### src/source/fp_format_pkg.sv
`default_nettype none

package fp_format_pkg;

   // single-precision field widths
   localparam int EXP_W   = 8;
   localparam int FRAC_W  = 23;
   localparam int FP_W    = 1 + EXP_W + FRAC_W;
   localparam int MANT_W  = FRAC_W + 1;

   // guard, round and sticky positions below the mantissa
   localparam int EXT_W   = 3;
   localparam int ALIGN_W = MANT_W + EXT_W;
   // one more bit on top for the carry of an addition
   localparam int SUM_W   = ALIGN_W + 1;

   // shift counts and the padded width of the zero counter
   localparam int SHIFT_W = 5;
   localparam int LZC_W   = 1 << SHIFT_W;

   typedef logic [FP_W-1:0]    fp32_t;
   typedef logic [EXP_W-1:0]   exp_t;
   typedef logic [MANT_W-1:0]  mant_t;
   typedef logic [SUM_W-1:0]   sum_t;
   typedef logic [SHIFT_W-1:0] shift_t;

   function automatic logic fp_sign(fp32_t x);
      return x[FP_W-1];
   endfunction

   function automatic exp_t fp_exp(fp32_t x);
      return x[FP_W-2 -: EXP_W];
   endfunction

   function automatic logic [FRAC_W-1:0] fp_frac(fp32_t x);
      return x[FRAC_W-1:0];
   endfunction

   function automatic fp32_t fp_pack(logic s, exp_t e, logic [FRAC_W-1:0] f);
      return {s, e, f};
   endfunction

endpackage

`default_nettype wire

### src/source/fp_pipe_pkg.sv
`default_nettype none

package fp_pipe_pkg;

   import fp_format_pkg::*;

   // en to y_valid, one register per stage
   localparam int FP_LATENCY = 4;

   // stage 1: operands ordered by magnitude
   typedef struct packed {
      logic  valid;
      logic  eff_sub;
      logic  big_sign;
      exp_t  big_exp;
      mant_t big_mant;
      mant_t small_mant;
      exp_t  exp_diff;
   } prep_s;

   // stage 2: aligned magnitude sum
   // mag holds carry, mantissa, guard, round and sticky
   typedef struct packed {
      logic valid;
      logic sign;
      exp_t exp;
      sum_t mag;
   } sum_s;

   // stage 3: normalized mantissa ready for rounding
   typedef struct packed {
      logic  valid;
      logic  sign;
      exp_t  exp;
      mant_t mant;
      logic  guard;
      logic  sticky;
      logic  zero;
   } norm_s;

endpackage

`default_nettype wire

### src/source/count_leading_zeros.sv
`timescale 1ns/1ps
`default_nettype none

module count_leading_zeros
   import fp_format_pkg::*;
(
   input  sum_t   mag,
   output shift_t zeros,
   output logic   all_zero
);

   // lvl[SHIFT_W] is the padded input, each level halves the window
   logic [LZC_W-1:0] lvl [SHIFT_W:1];

   // carry bit dropped, ones padded below so the count stops at ALIGN_W
   assign lvl[SHIFT_W] = {mag[SUM_W-2:0], {(LZC_W - SUM_W + 1){1'b1}}};

   for (genvar i = SHIFT_W - 1; i >= 0; i--)
   begin : g_halve
      // top 2**i bits all zero sets this count bit
      assign zeros[i] = ~|lvl[i+1][LZC_W-1 -: (1 << i)];

      if (i > 0)
      begin : g_next
         assign lvl[i] = zeros[i] ? (lvl[i+1] << (1 << i)) : lvl[i+1];
      end
   end

   assign all_zero = ~|mag;

endmodule

`default_nettype wire

### src/source/fp_operand_prep.sv
`timescale 1ns/1ps
`default_nettype none

module fp_operand_prep
   import fp_format_pkg::*, fp_pipe_pkg::*;
(
   input  logic  clk,
   input  logic  arst_n,
   input  logic  en,
   input  logic  sub,
   input  fp32_t a,
   input  fp32_t b,
   output prep_s prep
);

   logic  b_sign;
   logic  a_larger;
   exp_t  a_exp;
   exp_t  b_exp;
   mant_t a_mant;
   mant_t b_mant;
   prep_s prep_d;

   always_comb
   begin
      // subtraction is addition with b's sign flipped
      b_sign = fp_sign(b) ^ sub;
      a_exp  = fp_exp(a);
      b_exp  = fp_exp(b);
      a_mant = {1'b1, fp_frac(a)};
      b_mant = {1'b1, fp_frac(b)};

      // exponent first, then mantissa; ties go to a
      a_larger = (a_exp > b_exp) || ((a_exp == b_exp) && (a_mant >= b_mant));

      prep_d.valid   = en;
      prep_d.eff_sub = fp_sign(a) ^ b_sign;
      if (a_larger)
      begin
         prep_d.big_sign   = fp_sign(a);
         prep_d.big_exp    = a_exp;
         prep_d.big_mant   = a_mant;
         prep_d.small_mant = b_mant;
         prep_d.exp_diff   = a_exp - b_exp;
      end
      else
      begin
         prep_d.big_sign   = b_sign;
         prep_d.big_exp    = b_exp;
         prep_d.big_mant   = b_mant;
         prep_d.small_mant = a_mant;
         prep_d.exp_diff   = b_exp - a_exp;
      end
   end

   always_ff @(posedge clk or negedge arst_n)
   begin
      if (!arst_n)
         prep <= '0;
      else if (en)
         prep <= prep_d;
      else
         prep.valid <= 1'b0;
   end

endmodule

`default_nettype wire

### src/source/fp_align_add.sv
`timescale 1ns/1ps
`default_nettype none

module fp_align_add
   import fp_format_pkg::*, fp_pipe_pkg::*;
(
   input  logic  clk,
   input  logic  arst_n,
   input  prep_s prep,
   output sum_s  sum
);

   logic [ALIGN_W-1:0] small_ext;
   logic [ALIGN_W-1:0] small_shift;
   logic [ALIGN_W-1:0] lost_mask;
   logic               sticky;
   sum_t               big_ext;
   sum_s               sum_d;

   // alignment of the smaller operand
   always_comb
   begin
      small_ext = {prep.small_mant, {EXT_W{1'b0}}};
      // bits that fall off the bottom for this distance
      lost_mask = ~({ALIGN_W{1'b1}} << prep.exp_diff);

      if (prep.exp_diff >= exp_t'(ALIGN_W))
      begin
         // nothing left in range, only its sticky survives
         small_shift = '0;
         sticky      = |small_ext;
      end
      else
      begin
         small_shift = small_ext >> prep.exp_diff;
         sticky      = |(small_ext & lost_mask);
      end
      small_shift[0] = small_shift[0] | sticky;
   end

   // magnitude add or subtract
   always_comb
   begin
      big_ext = {1'b0, prep.big_mant, {EXT_W{1'b0}}};

      sum_d.valid = prep.valid;
      sum_d.sign  = prep.big_sign;
      sum_d.exp   = prep.big_exp;
      // big >= small after ordering, so the difference never goes negative
      if (prep.eff_sub)
         sum_d.mag = big_ext - {1'b0, small_shift};
      else
         sum_d.mag = big_ext + {1'b0, small_shift};
   end

   always_ff @(posedge clk or negedge arst_n)
   begin
      if (!arst_n)
         sum <= '0;
      else if (prep.valid)
         sum <= sum_d;
      else
         sum.valid <= 1'b0;
   end

endmodule

`default_nettype wire

### src/source/fp_normalize.sv
`timescale 1ns/1ps
`default_nettype none

module fp_normalize
   import fp_format_pkg::*, fp_pipe_pkg::*;
(
   input  logic  clk,
   input  logic  arst_n,
   input  sum_s  sum,
   output norm_s norm
);

   shift_t lz;
   logic   all_zero;
   sum_t   shifted;
   norm_s  norm_d;

   count_leading_zeros u_clz
   (
      .mag      (sum.mag),
      .zeros    (lz),
      .all_zero (all_zero)
   );

   always_comb
   begin
      norm_d.valid = sum.valid;
      norm_d.sign  = sum.sign;

      if (sum.mag[SUM_W-1])
      begin
         // carry out of the add, one step right
         shifted    = {1'b0, sum.mag[SUM_W-1:1]};
         shifted[0] = shifted[0] | sum.mag[0];
         norm_d.exp = sum.exp + exp_t'(1);
      end
      else
      begin
         // cancellation, pull the leading one up to the hidden bit
         shifted    = sum.mag << lz;
         norm_d.exp = sum.exp - exp_t'(lz);
      end

      // hidden bit sits just below the carry position
      norm_d.mant   = shifted[SUM_W-2 -: MANT_W];
      norm_d.guard  = shifted[EXT_W-1];
      norm_d.sticky = |shifted[EXT_W-2:0];
      norm_d.zero   = all_zero;
   end

   always_ff @(posedge clk or negedge arst_n)
   begin
      if (!arst_n)
         norm <= '0;
      else if (sum.valid)
         norm <= norm_d;
      else
         norm.valid <= 1'b0;
   end

endmodule

`default_nettype wire

### src/source/fp_round_pack.sv
`timescale 1ns/1ps
`default_nettype none

module fp_round_pack
   import fp_format_pkg::*, fp_pipe_pkg::*;
(
   input  logic  clk,
   input  logic  arst_n,
   input  norm_s norm,
   output fp32_t y,
   output logic  y_valid
);

   logic              round_up;
   logic [MANT_W:0]   mant_rnd;
   exp_t              exp_rnd;
   fp32_t             y_d;

   always_comb
   begin
      // nearest even: above half, or exactly half with an odd lsb
      round_up = norm.guard & (norm.sticky | norm.mant[0]);
      mant_rnd = {1'b0, norm.mant} + {{MANT_W{1'b0}}, round_up};

      // carry out of the mantissa bumps the exponent
      exp_rnd = norm.exp + exp_t'(mant_rnd[MANT_W]);

      // on that carry the fraction bits are all zero anyway
      if (norm.zero)
         y_d = '0;
      else
         y_d = fp_pack(norm.sign, exp_rnd, mant_rnd[FRAC_W-1:0]);
   end

   always_ff @(posedge clk or negedge arst_n)
   begin
      if (!arst_n)
      begin
         y       <= '0;
         y_valid <= 1'b0;
      end
      else
      begin
         y_valid <= norm.valid;
         // y holds between results
         if (norm.valid)
            y <= y_d;
      end
   end

endmodule

`default_nettype wire

### src/source/fp_add.sv
`timescale 1ns/1ps
`default_nettype none

module fp_add
   import fp_format_pkg::*, fp_pipe_pkg::*;
(
   input  logic  clk,
   input  logic  arst_n,
   input  logic  en,
   input  logic  sub,
   input  fp32_t a,
   input  fp32_t b,
   output fp32_t y,
   output logic  y_valid
);

   prep_s prep;
   sum_s  sum;
   norm_s norm;

   // stage 1, sign fixup and ordering
   fp_operand_prep u_prep
   (
      .clk    (clk),
      .arst_n (arst_n),
      .en     (en),
      .sub    (sub),
      .a      (a),
      .b      (b),
      .prep   (prep)
   );

   // stage 2, align and add
   fp_align_add u_align
   (
      .clk    (clk),
      .arst_n (arst_n),
      .prep   (prep),
      .sum    (sum)
   );

   // stage 3
   fp_normalize u_norm
   (
      .clk    (clk),
      .arst_n (arst_n),
      .sum    (sum),
      .norm   (norm)
   );

   // stage 4, round and output register
   fp_round_pack u_round
   (
      .clk     (clk),
      .arst_n  (arst_n),
      .norm    (norm),
      .y       (y),
      .y_valid (y_valid)
   );

endmodule

`default_nettype wire

### config.mk
export PLATFORM = sky130hd
export DESIGN_NAME = fp_add
export DESIGN_NICKNAME = d
export VERILOG_FILES = /design/src/source/fp_format_pkg.sv /design/src/source/fp_pipe_pkg.sv /design/src/source/count_leading_zeros.sv /design/src/source/fp_operand_prep.sv /design/src/source/fp_align_add.sv /design/src/source/fp_normalize.sv /design/src/source/fp_round_pack.sv /design/src/source/fp_add.sv
export SDC_FILE = /design/constraint.sdc
export NUM_CORES = 1
export LEC_CHECK = 0
export ABC_AREA = 1
export ABC_CLOCK_PERIOD_IN_PS = 5500
export BUFFER_PORTS_ARGS = -buffer_cell sky130_fd_sc_hd__buf_2
export CORE_MARGIN = 8
export CORE_UTILIZATION = 55
export CTS_BUF_LIST = sky130_fd_sc_hd__clkbuf_4 sky130_fd_sc_hd__clkbuf_8
export DETAILED_ROUTE_END_ITERATION = 12
export PLACE_DENSITY = 0.83
export SETUP_SLACK_MARGIN = 0.02
export SYNTH_ARGS = -nofsm -noshare
export SYNTH_HDL_FRONTEND = slang
export SYNTH_SLANG_ARGS = --single-unit
### constraint.sdc
create_clock -name clk -period 5.5 [get_ports clk]
set_input_delay 1.1 -clock clk [delete_from_list [all_inputs] [get_ports clk]]
set_output_delay 1.1 -clock clk [all_outputs]
set_load 0.01 [all_outputs]
# Yosys cells after proc, flatten, opt, wreduce, memory -nomap -nowiden
# Index checks and enable logic that the tools add are counted.
# totals
regBits	175
in_bits	68
out_inout_bits	33
# classes
add_sub_neg	8
n_lt_le_gt_ge	3
n_eq_ne	1
shift	3
n_mux	14
n_bitwise	8
reduce_logical	16
# op_table
cell	count
32-bit two-way mux	5
65-bit two-way mux	1
27-bit two-way mux	2
27-bit by 27-bit adder with 28-bit output	1
28-bit two-way mux	1
28-bit OR reduction	1
28-bit by 5-bit left shift with 27-bit output	1
27-bit by 27-bit subtractor with 28-bit output	1
27-bit bitwise AND	1
27-bit NOT	1
27-bit OR reduction	1
27-bit by 8-bit left shift with 27-bit output, first input constant	1
27-bit by 8-bit right shift with 27-bit output	1
24-bit by 1-bit adder with 25-bit output	1
24-bit greater-or-equal comparator	1
24-bit OR reduction	1
16-bit OR reduction	1
8-bit subtractor	2
8-bit by 1-bit adder with 8-bit output	1
8-bit by 1-bit adder with 8-bit output, second input constant	1
8-bit == test	1
8-bit by 5-bit greater-or-equal comparator with 1-bit output, second input constant	1
8-bit > comparator	1
8-bit two-way mux	1
other kinds (11)	23

# Depth between registers and ports, before layout
# Gate-level depths: netlist of the first run.
# logic_depth
ltp_word	12
ltp_mapped	33

# Cells and area by module
# Synthesis of the first run repeated with hierarchy kept, for this count alone.
# hier_totals
hier_cells	2691
hier_area_um2	16698.5
# modules_own_cells
mod	n_inst	cells_per_inst	area_per_inst_um2	seq_area_each_um2
fp_align_add	1	1128	6336.1	950.9
fp_operand_prep	1	661	4589.4	1651.6
fp_normalize	1	530	3259.4	925.9
fp_round_pack	1	273	1978.1	825.8
count_leading_zeros	1	99	535.5	0.0

# Worst setup path after synthesis of the first run
# Ideal clock, no wire load.
# synth_path
kind	reg2reg
from	register u_prep.prep[2] (netlist name)
to	register u_align.sum[24] (netlist name)
setup_ps	130
t_arrival_ps	3668
required_time_ps	5370
slack_ps	1702
stages_incl_launch_ff	24
n_path_buf	3
period_less_slack_ps	3798
cell_sequence	dfrtp_1 clkbuf_1 buf_1 buf_1 mux2i_1 a21oi_1 o21ai_0 nand3_1 ha_1 o31ai_1 a21oi_1 o21ai_0 nand2_1 nand2_1 a21oi_1 o31ai_1 nand2_1 nand2_1 a21oi_1 xor2_1 nand2_1 nand2_1 nand2_1 o21ai_0
# synth_between
elab_chain_cells	8
elab_cells_between_ends	12
# synth_lines
element	line_no	rtl
27-bit by 8-bit left shift with 27-bit output	fp_align_add.sv:25	lost_mask = ~({ALIGN_W{1'b1}} << prep.exp_diff);
27-bit NOT	fp_align_add.sv:25	
27-bit bitwise AND	fp_align_add.sv:36	sticky = |(small_ext & lost_mask);
27-bit OR reduction	fp_align_add.sv:36	
1-bit two-way mux	fp_align_add.sv:27	if (prep.exp_diff >= exp_t'(ALIGN_W))
1-bit OR	fp_align_add.sv:38	small_shift[0] = small_shift[0] | sticky;
27-bit by 27-bit adder with 28-bit output / 27-bit by 27-bit subtractor with 28-bit output (equally long branches)	fp_align_add.sv:53, fp_align_add.sv:51	
28-bit two-way mux *	fp_align_add.sv:50	if (prep.eff_sub)
# Every way passes the cells marked *; elsewhere a longest branch is shown, timed or not.
# A chain may end at the register's enable or synchronous reset.

# Final worst setup path of the first run
# layout_path
from	register u_align.sum[26] (netlist name)
to	register u_norm.norm[34] (netlist name)
# layout_between
elab_chain_cells	11
elab_cells_between_ends	15
# layout_lines
element	line_no	rtl
16-bit OR reduction	count_leading_zeros.sv:21	assign zeros[i] = ~|lvl[i+1][LZC_W-1 -: (1 << i)];
32-bit two-way mux	count_leading_zeros.sv:25	assign lvl[i] = zeros[i] ? (lvl[i+1] << (1 << i)) : lvl[i+1];
8-bit OR reduction	count_leading_zeros.sv:21	
32-bit two-way mux	count_leading_zeros.sv:25	
4-bit OR reduction	count_leading_zeros.sv:21	
32-bit two-way mux	count_leading_zeros.sv:25	
2-bit OR reduction	count_leading_zeros.sv:21	
32-bit two-way mux	count_leading_zeros.sv:25	
1-bit zero test	count_leading_zeros.sv:21	
8-bit by 5-bit subtractor with 8-bit output *	fp_normalize.sv:41	norm_d.exp = sum.exp - exp_t'(lz);
8-bit two-way mux *	fp_normalize.sv:30	if (sum.mag[SUM_W-1])
# Marked as above.

==> insert_results.sql, run 1 <==
INSERT INTO impl_metrics (metric_group, metric, value, unit) VALUES
('floorplanning', 'io_pins', '101', ''),
('synth', 'share_of_cell_area_taken_by_muxes_after_synthesis', '0.2606', '%'),
('grt', 'grt_max_degree', '92', ''),
('clocking', 'count_of_hold_buffers_inserted_by_post_cts_repair', '0', ''),
('grt', 'grt_util_all_layers', '30.43', '%'),
('floorplanning', 'chipWidth', '183.1', 'um'),
('critical_path', 'crit_required', '5.86', 'ns'),
('flow_run', 'drv.max_cap_violation_count', '0', ''),
('synth', 'yosys_warnings', '0', ''),
('timing', 'final-max-slew-violation-count', '0', ''),
('clocking', 'tritoncts.num_buffers', '17', ''),
('clocking', 'total_number_of_h_tree_levels', '4', ''),
('floorplanning', 'floorplan.core_area', '0.02763', 'mm^2'),
('synth', 'post_synth_num_cell_types', '57', ''),
('synth', 'mappedNetlistArea', '0.01536', 'mm^2'),
('pwr', 'leakagePower', '8.245', 'nW'),
('pwr', 'ir_worst_vdd', '0.1927', 'mV'),
('floorplanning', 'start_util', '55.61', '%'),
('floorplanning', 'row_count', '61', ''),
('clocking', 'clockBufferDepth', '2', ''),
('critical_path', 'worst_ep_arrival_time', '5.09', 'ns'),
('critical_path', 'worst_path_largest_cell_delay', '0.54', 'ns'),
('critical_path', 'timing.critical_path.from_type', 'flip-flop', ''),
('run_status', 'status', 'completed', ''),
('grt', 'first_global_vias', '15820', ''),
('synth', 'yosysTopAreaCell', 'sky130_fd_sc_hd__dfrtp_1', ''),
('drt', 'detail_route.iter0.violations', '1713', ''),
('layout', 'diodes', '0', ''),
('critical_path', 'worstReg2RegStart', 'u_align.sum[26]', ''),
('synth', 'synth_simple_gate_area_share', '31.48', '%'),
('synth', 'yosys.area_share.xor_xnor', '1.368', '%'),
('layout', 'drive_gt1_share', '8.859', '%'),
('drt', 'viasPerCell', '5.950', ''),
('timing', 'fin_crit_period', '4.732', 'ns'),
('pwr', 'power_density', '367.4', 'mW/mm^2'),
('drt', 'drtAntennaViolNets', '0', ''),
('drt', 'wl_per_cell', '18.57', 'um'),
('synth', 'synth_enable_flop_cells', '0', ''),
('synth', 'yosysTopAreaCellShare', '28.34', '%'),
('timing', 'tns', '0', 'ns'),
('clocking', 'clkTransAtPathRegs', '0.12', 'ns'),
('layout', 'mostFrequentLayoutCells', 'sky130_fd_sc_hd__nand2_1 (576), sky130_fd_sc_hd__inv_1 (265), sky130_fd_sc_hd__o21ai_0 (255)', ''),
('synth', 'post_synth_main_area_contributors', 'sky130_fd_sc_hd__dfrtp_1 (28%), sky130_fd_sc_hd__nand2_1 (14%), sky130_fd_sc_hd__o21ai_0 (8.3%)', ''),
('grt', 'globalRoute.totalOverflow', '0', ''),
('placement', 'placed_wire_length_estimate', '39840', 'um'),
('layout', 'area.growth.synth_to_final', '6.963', '%'),
('critical_path', 'crit_slowest_cell', 'sky130_fd_sc_hd__dfrtp_1', ''),
('clocking', 'clock_sinks', '174', ''),
('clocking', 'cts_tree', 'done', ''),
('floorplanning', 'die-area', '0.03354', 'mm^2'),
('timing', 'worst_slew_margin_rel', '34.75', '%'),
('critical_path', 'critical-path-top-cell-by-count', 'sky130_fd_sc_hd__nand2_1', ''),
('floorplanning', 'floorplan.die.height', '183.1', 'um'),
('grt', 'antenna_found_initial', '0', ''),
('drt', 'firstDrtPassIters', '6', ''),
('synth', 'synth-compound-area-share', '19.64', '%'),
('layout', 'finalNetCount', '2551', ''),
('drt', 'routed_wirelength', '51450', 'um'),
('drt', 'num_vias', '16490', ''),
('critical_path', 'critPathKind', 'reg -> reg', ''),
('timing', 'min_period_over_period', '86.04', '%'),
('hold_path', 'worstHoldPathType', 'reg -> reg', ''),
('synth', 'dominant_combinational_cell_family_by_area_after_synthesis', 'simple AND/OR/NAND/NOR gates', ''),
('synth', 'post_synth_fa_ha_maj_area_fraction', '8.584', '%'),
('synth', 'postSynthAreaPerCell', '6.515', 'um^2'),
('layout', 'final_common_cell', 'sky130_fd_sc_hd__nand2_1', ''),
('synth', 'sequential_element_share_of_the_synthesized_area', '28.34', '%'),
('hold_path', 'timing.hold.worst.start', 'u_norm.norm[36]', ''),
('critical_path', 'timing.critical_path.from', 'u_align.sum[26]', ''),
('clocking', 'cts.repair_timing.setup_buffer_count', '0', ''),
('timing', 'worst_slew_pin_tran', '0.9776', 'ns');
## cells in the mapped netlist (7+ instances only)
| cell type | number |
|---|---|
| sky130_fd_sc_hd__xor2_1 | 18 |
| sky130_fd_sc_hd__o211ai_1 | 19 |
| sky130_fd_sc_hd__nand3_1 | 221 |
| sky130_fd_sc_hd__o221ai_1 | 7 |
| sky130_fd_sc_hd__a22oi_1 | 14 |
| sky130_fd_sc_hd__ha_1 | 99 |
| sky130_fd_sc_hd__a21oi_1 | 139 |
| sky130_fd_sc_hd__a31oi_1 | 15 |
| sky130_fd_sc_hd__inv_1 | 265 |
| sky130_fd_sc_hd__buf_2 | 16 |
| sky130_fd_sc_hd__nor4_1 | 7 |
| sky130_fd_sc_hd__o22ai_1 | 24 |
| sky130_fd_sc_hd__or2_2 | 7 |
| sky130_fd_sc_hd__nor2_1 | 224 |
| sky130_fd_sc_hd__o21ai_0 | 255 |
| sky130_fd_sc_hd__nand2_2 | 13 |
| sky130_fd_sc_hd__buf_1 | 15 |
| sky130_fd_sc_hd__nor3_1 | 20 |
| sky130_fd_sc_hd__o31ai_1 | 13 |
| sky130_fd_sc_hd__nand2_1 | 577 |
| sky130_fd_sc_hd__nand4_1 | 25 |
| sky130_fd_sc_hd__dfrtp_1 | 174 |
| sky130_fd_sc_hd__clkbuf_1 | 82 |
## sequential cells by signal, summed over array words and instances (netlist names)
name             cells
u_prep.prep         66
u_align.sum         38
u_norm.norm         37
u_round.y           32
u_round.y_valid      1
## per-stage QoR
step / utilization (%) / worst slack, ns / std cells / cell area (um^2)
detailed placement: 57.97 / 0.8536 / 2739 / 16020
global route: 59.48 / 0.3301 / 2771 / 16430
finish: 59.48 / 0.7680 / 2771 / 16430
global placement: 57.97 / 0.8509 / 2739 / 16020
CTS: 59.48 / 0.8152 / 2771 / 16430
floorplan: - / 1.702 / 2358 / 15360
## final timing paths
check                      slack [ns]  cells past startpoint              end
setup / recovery                 0.77                     26  u_norm.norm[34]
hold / removal                   0.38                      0  u_round.y_valid
setup reg to reg                 0.77                     26  u_norm.norm[34]
hold reg to reg                  0.38                      0  u_round.y_valid
max in group asynchronous        3.67                      2  u_norm.norm[10]
min in group asynchronous        0.62                      1  u_align.sum[16]
## power by group
| part | leakage, nW | total, mW | internal, mW | switching (mW) |
|---|---|---|---|---|
| Sequential | 2.09 | 1.93 | 1.59 | 0.334 |
| Combinational | 5.95 | 3.15 | 1.01 | 2.14 |
| Clock | 0.208 | 0.956 | 0.353 | 0.604 |
## final cells by class
class                   instances  area (um^2)
inverters                     278         1049
clock inverters                15        183.9
clock buffers                  17        234.0
well taps                     378        473.0
repair buffers                126        714.4
fillers                      2661        11200
multi-input cells            1783         9425
flip-flops and latches        174         4354
## worst max-delay path: cells and delay by family (launching register included)
kind,cells,cell delay [ns]
AND/OR/NAND/NOR,15,1.90
AO/OA/AOI/OAI,7,1.45
adder cells (fa/ha/maj),1,0.32
buffers and inverters,2,0.26
flip-flops,1,0.54
XOR/XNOR,1,0.15
## kinds of logic (layout without fill, tap and decap cells)
| kind of cell | count (synthesis) | count (layout) |
|---|---|---|
| AO/OA/AOI/OAI | 533 | 533 |
| buffers and inverters | 401 | 436 |
| XOR/XNOR | 24 | 24 |
| flip-flops | 174 | 174 |
| multiplexers | 4 | 4 |
| adder cells (fa/ha/maj) | 103 | 103 |
| AND/OR/NAND/NOR | 1119 | 1119 |
## layer usage
metal | wire, um | up-vias | global-route usage (%)
met1 | 20710 | 7784 | 37.43
met5 | 0 | - | 0
met4 | 2227 | 0 | 14.38
li1 | - | 7857 | -
met2 | 25190 | 704 | 52.25
met3 | 3325 | 143 | 4.096
Power figures use the tool's default switching activity.
==> inputs of run 2 (changes only) <==
--- a/config.mk
+++ b/config.mk
@@ -5,14 +5,14 @@
 export SDC_FILE = /design/constraint.sdc
 export NUM_CORES = 1
 export LEC_CHECK = 0
-export ABC_AREA = 1
+export ABC_AREA = 0
 export ABC_CLOCK_PERIOD_IN_PS = 5500
 export BUFFER_PORTS_ARGS = -buffer_cell sky130_fd_sc_hd__buf_2
-export CORE_MARGIN = 8
+export CORE_MARGIN = 2
 export CORE_UTILIZATION = 55
 export CTS_BUF_LIST = sky130_fd_sc_hd__clkbuf_4 sky130_fd_sc_hd__clkbuf_8
 export DETAILED_ROUTE_END_ITERATION = 12
-export PLACE_DENSITY = 0.83
+export PLACE_DENSITY = 0.73
 export SETUP_SLACK_MARGIN = 0.02
 export SYNTH_ARGS = -nofsm -noshare
 export SYNTH_HDL_FRONTEND = slang
==> insert_results.sql, run 2 <==
INSERT INTO impl_metrics (metric_group, metric, value, unit) VALUES
('run_status', 'status', 'completed', ''),
('clocking', 'clock_tree.root_cell', 'sky130_fd_sc_hd__clkbuf_8', ''),
('grt', 'globalRoute.totalOverflow', '0', ''),
('drt', 'firstDrtPassIters', '6', ''),
('critical_path', 'timing.critical_path.fanout_max', '14', ''),
('drt', 'viasPerCell', '6.393', ''),
('synth', 'postSynthRegisterBits', '174', ''),
('grt', 'antenna_found_initial', '3', ''),
('synth', 'synthMostInstantiatedCell', 'sky130_fd_sc_hd__nor2_1', ''),
('clocking', 'cts_tree', 'done', ''),
('layout', 'area.growth.synth_to_final', '8.422', '%'),
('critical_path', 'worstReg2RegStart', 'u_prep.prep[0]', ''),
('clocking', 'insertion_delay', '0.52', 'ns'),
('hold_path', 'worstHoldPathType', 'reg -> reg', ''),
('synth', 'synthesis.nets', '2058', ''),
('critical_path', 'worst-r2r-setup-slack', '0.42', 'ns'),
('grt', 'grt_util_all_layers', '34.15', '%'),
('critical_path', 'critPathKind', 'reg -> reg', ''),
('layout', 'largest_register_ff_count', '66', ''),
('synth', 'yosys_most_used_dff', 'sky130_fd_sc_hd__dfrtp_1', ''),
('drt', 'detail_route.iter0.violations', '1666', ''),
('timing', 'setup_violations', '0', ''),
('layout', 'top_register', 'u_prep.prep', ''),
('timing', 'worst_slew_margin_rel', '21.11', '%'),
('critical_path', 'r2r.worst_path.cells', '19', ''),
('layout', 'final_common_cell', 'sky130_fd_sc_hd__nor2_1', ''),
('clocking', 'cts.repair_timing.setup_buffer_count', '0', ''),
('placement', 'place.gp.congestion', '1.011', ''),
('timing', 'fin_crit_period', '5.080', 'ns'),
('timing', 'final-max-slew-violation-count', '0', ''),
('floorplanning', 'io_pins', '101', ''),
('critical_path', 'timing.critical_path.from', 'u_prep.prep[0]', ''),
('layout', 'biggestRegsByFlops', 'u_prep.prep x66, u_align.sum x38, u_norm.norm x37', ''),
('synth', 'synth_enable_flop_cells', '0', ''),
('clocking', 'total_number_of_h_tree_levels', '4', ''),
('grt', 'global_route_wire_length_before_repair', '77280', 'um'),
('floorplanning', 'row_count', '61', ''),
('synth', 'synth_async_sr_flop_share', '100.0', '%'),
('synth', 'yosysTopAreaCellShare', '28.37', '%'),
('layout', 'drive_gt1_share', '13.94', '%'),
('clocking', 'tritoncts.num_buffers', '17', ''),
('clocking', 'clockBufferDepth', '2', ''),
('placement', 'placed_wire_length_estimate', '37870', 'um'),
('floorplanning', 'die-area', '0.02926', 'mm^2'),
('floorplanning', 'chipWidth', '171.0', 'um'),
('layout', 'finalNetCount', '2095', ''),
('synth', 'post_synth_num_cell_types', '95', ''),
('synth', 'yosys_warnings', '0', ''),
('synth', 'synth.cells.most_frequent', 'sky130_fd_sc_hd__nor2_1 (219), sky130_fd_sc_hd__a21oi_1 (213), sky130_fd_sc_hd__dfrtp_1 (174)', ''),
('drt', 'routed_wirelength', '49040', 'um'),
('floorplanning', 'floorplan.core_area', '0.02763', 'mm^2'),
('drt', 'wl_per_cell', '21.17', 'um'),
('drt', 'drtAntennaViolNets', '0', ''),
('timing', 'worst_slew_pin_tran', '1.183', 'ns'),
('timing', 'worst_clock_skew', '0.02949', 'ns'),
('layout', 'mostFrequentLayoutCells', 'sky130_fd_sc_hd__nor2_1 (219), sky130_fd_sc_hd__a21oi_1 (213), sky130_fd_sc_hd__dfrtp_1 (171)', ''),
('critical_path', 'crit_required', '5.90', 'ns'),
('critical_path', 'worst_ep_arrival_time', '5.48', 'ns'),
('timing', 'grt_setup_unrepaired', 'no', ''),
('drt', 'num_vias', '14810', ''),
('timing', 'min_period_over_period', '92.37', '%'),
('pwr', 'ir_worst_vdd', '0.2000', 'mV'),
('floorplanning', 'floorplan.die.height', '171.0', 'um'),
('pwr', 'leakagePower', '7.564', 'nW'),
('clocking', 'count_of_hold_buffers_inserted_by_post_cts_repair', '0', ''),
('pwr', 'power_density', '336.6', 'mW/mm^2'),
('clocking', 'clock_sinks', '174', ''),
('synth', 'syn_inst', '1887', ''),
('critical_path', 'regToRegEndpoint', 'u_align.sum[24]', ''),
('synth', 'sequential_element_share_of_the_synthesized_area', '28.37', '%'),
('grt', 'grt_max_degree', '97', ''),
('critical_path', 'worst_setup_end_kind', 'flip-flop', ''),
('hold_path', 'worst_hold_depth', '2', ''),
('placement', 'pre_cts_slack', '0.4364', 'ns'),
('grt', 'first_global_vias', '13810', ''),
('synth', 'postSynthAreaPerCell', '8.133', 'um^2'),
('timing', 'fmax', '0.1968', 'GHz'),
('placement', 'port_buffers', '100', ''),
('critical_path', 'timing.critical_path.from_type', 'flip-flop', ''),
('synth', 'post_synth_main_area_contributors', 'sky130_fd_sc_hd__dfrtp_1 (28%), sky130_fd_sc_hd__ha_1 (8.1%), sky130_fd_sc_hd__a21oi_1 (6.9%)', ''),
('timing', 'setup_ws', '0.4196', 'ns'),
('timing', 'tns', '0', 'ns'),
('drt', 'post-route-drc-count', '0', ''),
('flow_run', 'drv.max_cap_violation_count', '0', ''),
('critical_path', 'worst_setup_path_endpoint', 'u_align.sum[24]', ''),
('timing', 'timing_hold_violations_final', '0', ''),
('synth', 'mappedNetlistArea', '0.01535', 'mm^2'),
('clocking', 'clkTransAtPathRegs', '0.13', 'ns'),
('synth', 'yosysTopAreaCell', 'sky130_fd_sc_hd__dfrtp_1', ''),
('floorplanning', 'start_util', '55.55', '%');
run 2: cell types whose count changed after synthesis, sizes merged, moves of 31 or more:
cell and delta:
nand3 -182, mux2i +85, mux2 +35, inv -129
a21o +31, a21oi +75, o21ai -193, nand2 -476
run 2: report_power, final:
part | leakage, nW | total (mW) | switching [mW] | internal [mW]
combinational | 5.35 | 2.60 | 1.52 | 1.08
sequential | 2.00 | 2.04 | 0.455 | 1.59
clock | 0.218 | 0.954 | 0.597 | 0.358
total | 7.56 | 5.60 | 2.58 | 3.03
run 2: layout make-up:
class	instances	area, um^2
inverter	146	551.8
multi-input combinational	1438	9932
clock buffer	17	234.0
antenna	1	2.502
tap	378	473.0
sequential	174	4358
timing repair buffer	147	874.6
clock inverter	15	214.0
fill	2552	10990
run 2: how the worst min path moves through the flow:
stage                     from         endpoint  slack [ns]
2_1_floorplan  u_prep.prep[66]  u_align.sum[37]        0.35
3_3_place_gp   u_prep.prep[57]  u_align.sum[29]        0.47
3_5_place_dp   u_prep.prep[57]  u_align.sum[29]        0.49
4_1_cts        u_prep.prep[57]  u_align.sum[29]        0.49
5_1_grt        u_prep.prep[58]  u_align.sum[30]        0.52
6_report       u_prep.prep[57]  u_align.sum[29]        0.49
run 2: logic make-up (layout without fill, tap and decap cells):
kind of cell / after synthesis / count (layout) / synth area share [%]
simple gates: 568 / 568 / 17.50
compound gates: 567 / 567 / 24.32
buf+inv: 275 / 325 / 7.150
flops: 174 / 174 / 28.37
mux: 139 / 139 / 10.57
fa+ha+maj: 104 / 104 / 8.658
xor+xnor: 60 / 60 / 3.424
other cells: 0 / 1 / 0
run 2: repair_timing:
| item | CTS | global route |
|---|---|---|
| hold endpoints to repair | 0 | 0 |
| resized for setup | 0 | 5 |
| endpoints found under the setup margin | 0 | 4 |
run 2: layer usage:
metal  up-vias  track usage [%]  wire length, um
li1       6920                -                -
met1      7110            48.36            21840
met2       644            52.19            21740
met3       127            5.783             3586
met4         6            13.04             1828
met5         -                0               41
run 2: worst max-delay path: stages (launching register included):
cell and delay [ns]:
sky130_fd_sc_hd__dfrtp_2 0.58, sky130_fd_sc_hd__buf_4 0.24, sky130_fd_sc_hd__mux2_2 0.37, sky130_fd_sc_hd__o211ai_1 0.27, sky130_fd_sc_hd__nor2_1 0.07, sky130_fd_sc_hd__nor2_1 0.14
sky130_fd_sc_hd__nor2_1 0.05, sky130_fd_sc_hd__o21ai_0 0.34, sky130_fd_sc_hd__ha_1 0.47, sky130_fd_sc_hd__nand2b_1 0.22, sky130_fd_sc_hd__a21oi_1 0.14, sky130_fd_sc_hd__nor2_1 0.05
sky130_fd_sc_hd__o21bai_1 0.35, sky130_fd_sc_hd__a2111oi_1 0.15, sky130_fd_sc_hd__o31ai_1 0.35, sky130_fd_sc_hd__a21oi_1 0.15, sky130_fd_sc_hd__o31ai_1 0.42, sky130_fd_sc_hd__o311ai_0 0.20
sky130_fd_sc_hd__xor2_1 0.17, sky130_fd_sc_hd__mux2_2 0.27
run 2: per-stage QoR:
step	power, mW	std cells	instance area (um^2)	hold WS, ns	util (%)
global route	5.965	2315	16640	0.5213	60.22
CTS	5.555	2315	16620	0.4922	60.14
finish	5.601	2316	16640	0.4937	60.23
detailed placement	4.595	2283	16170	0.4855	58.52
floorplan	3.745	1887	15350	0.3519	-
global placement	4.561	2283	16170	0.4660	58.52
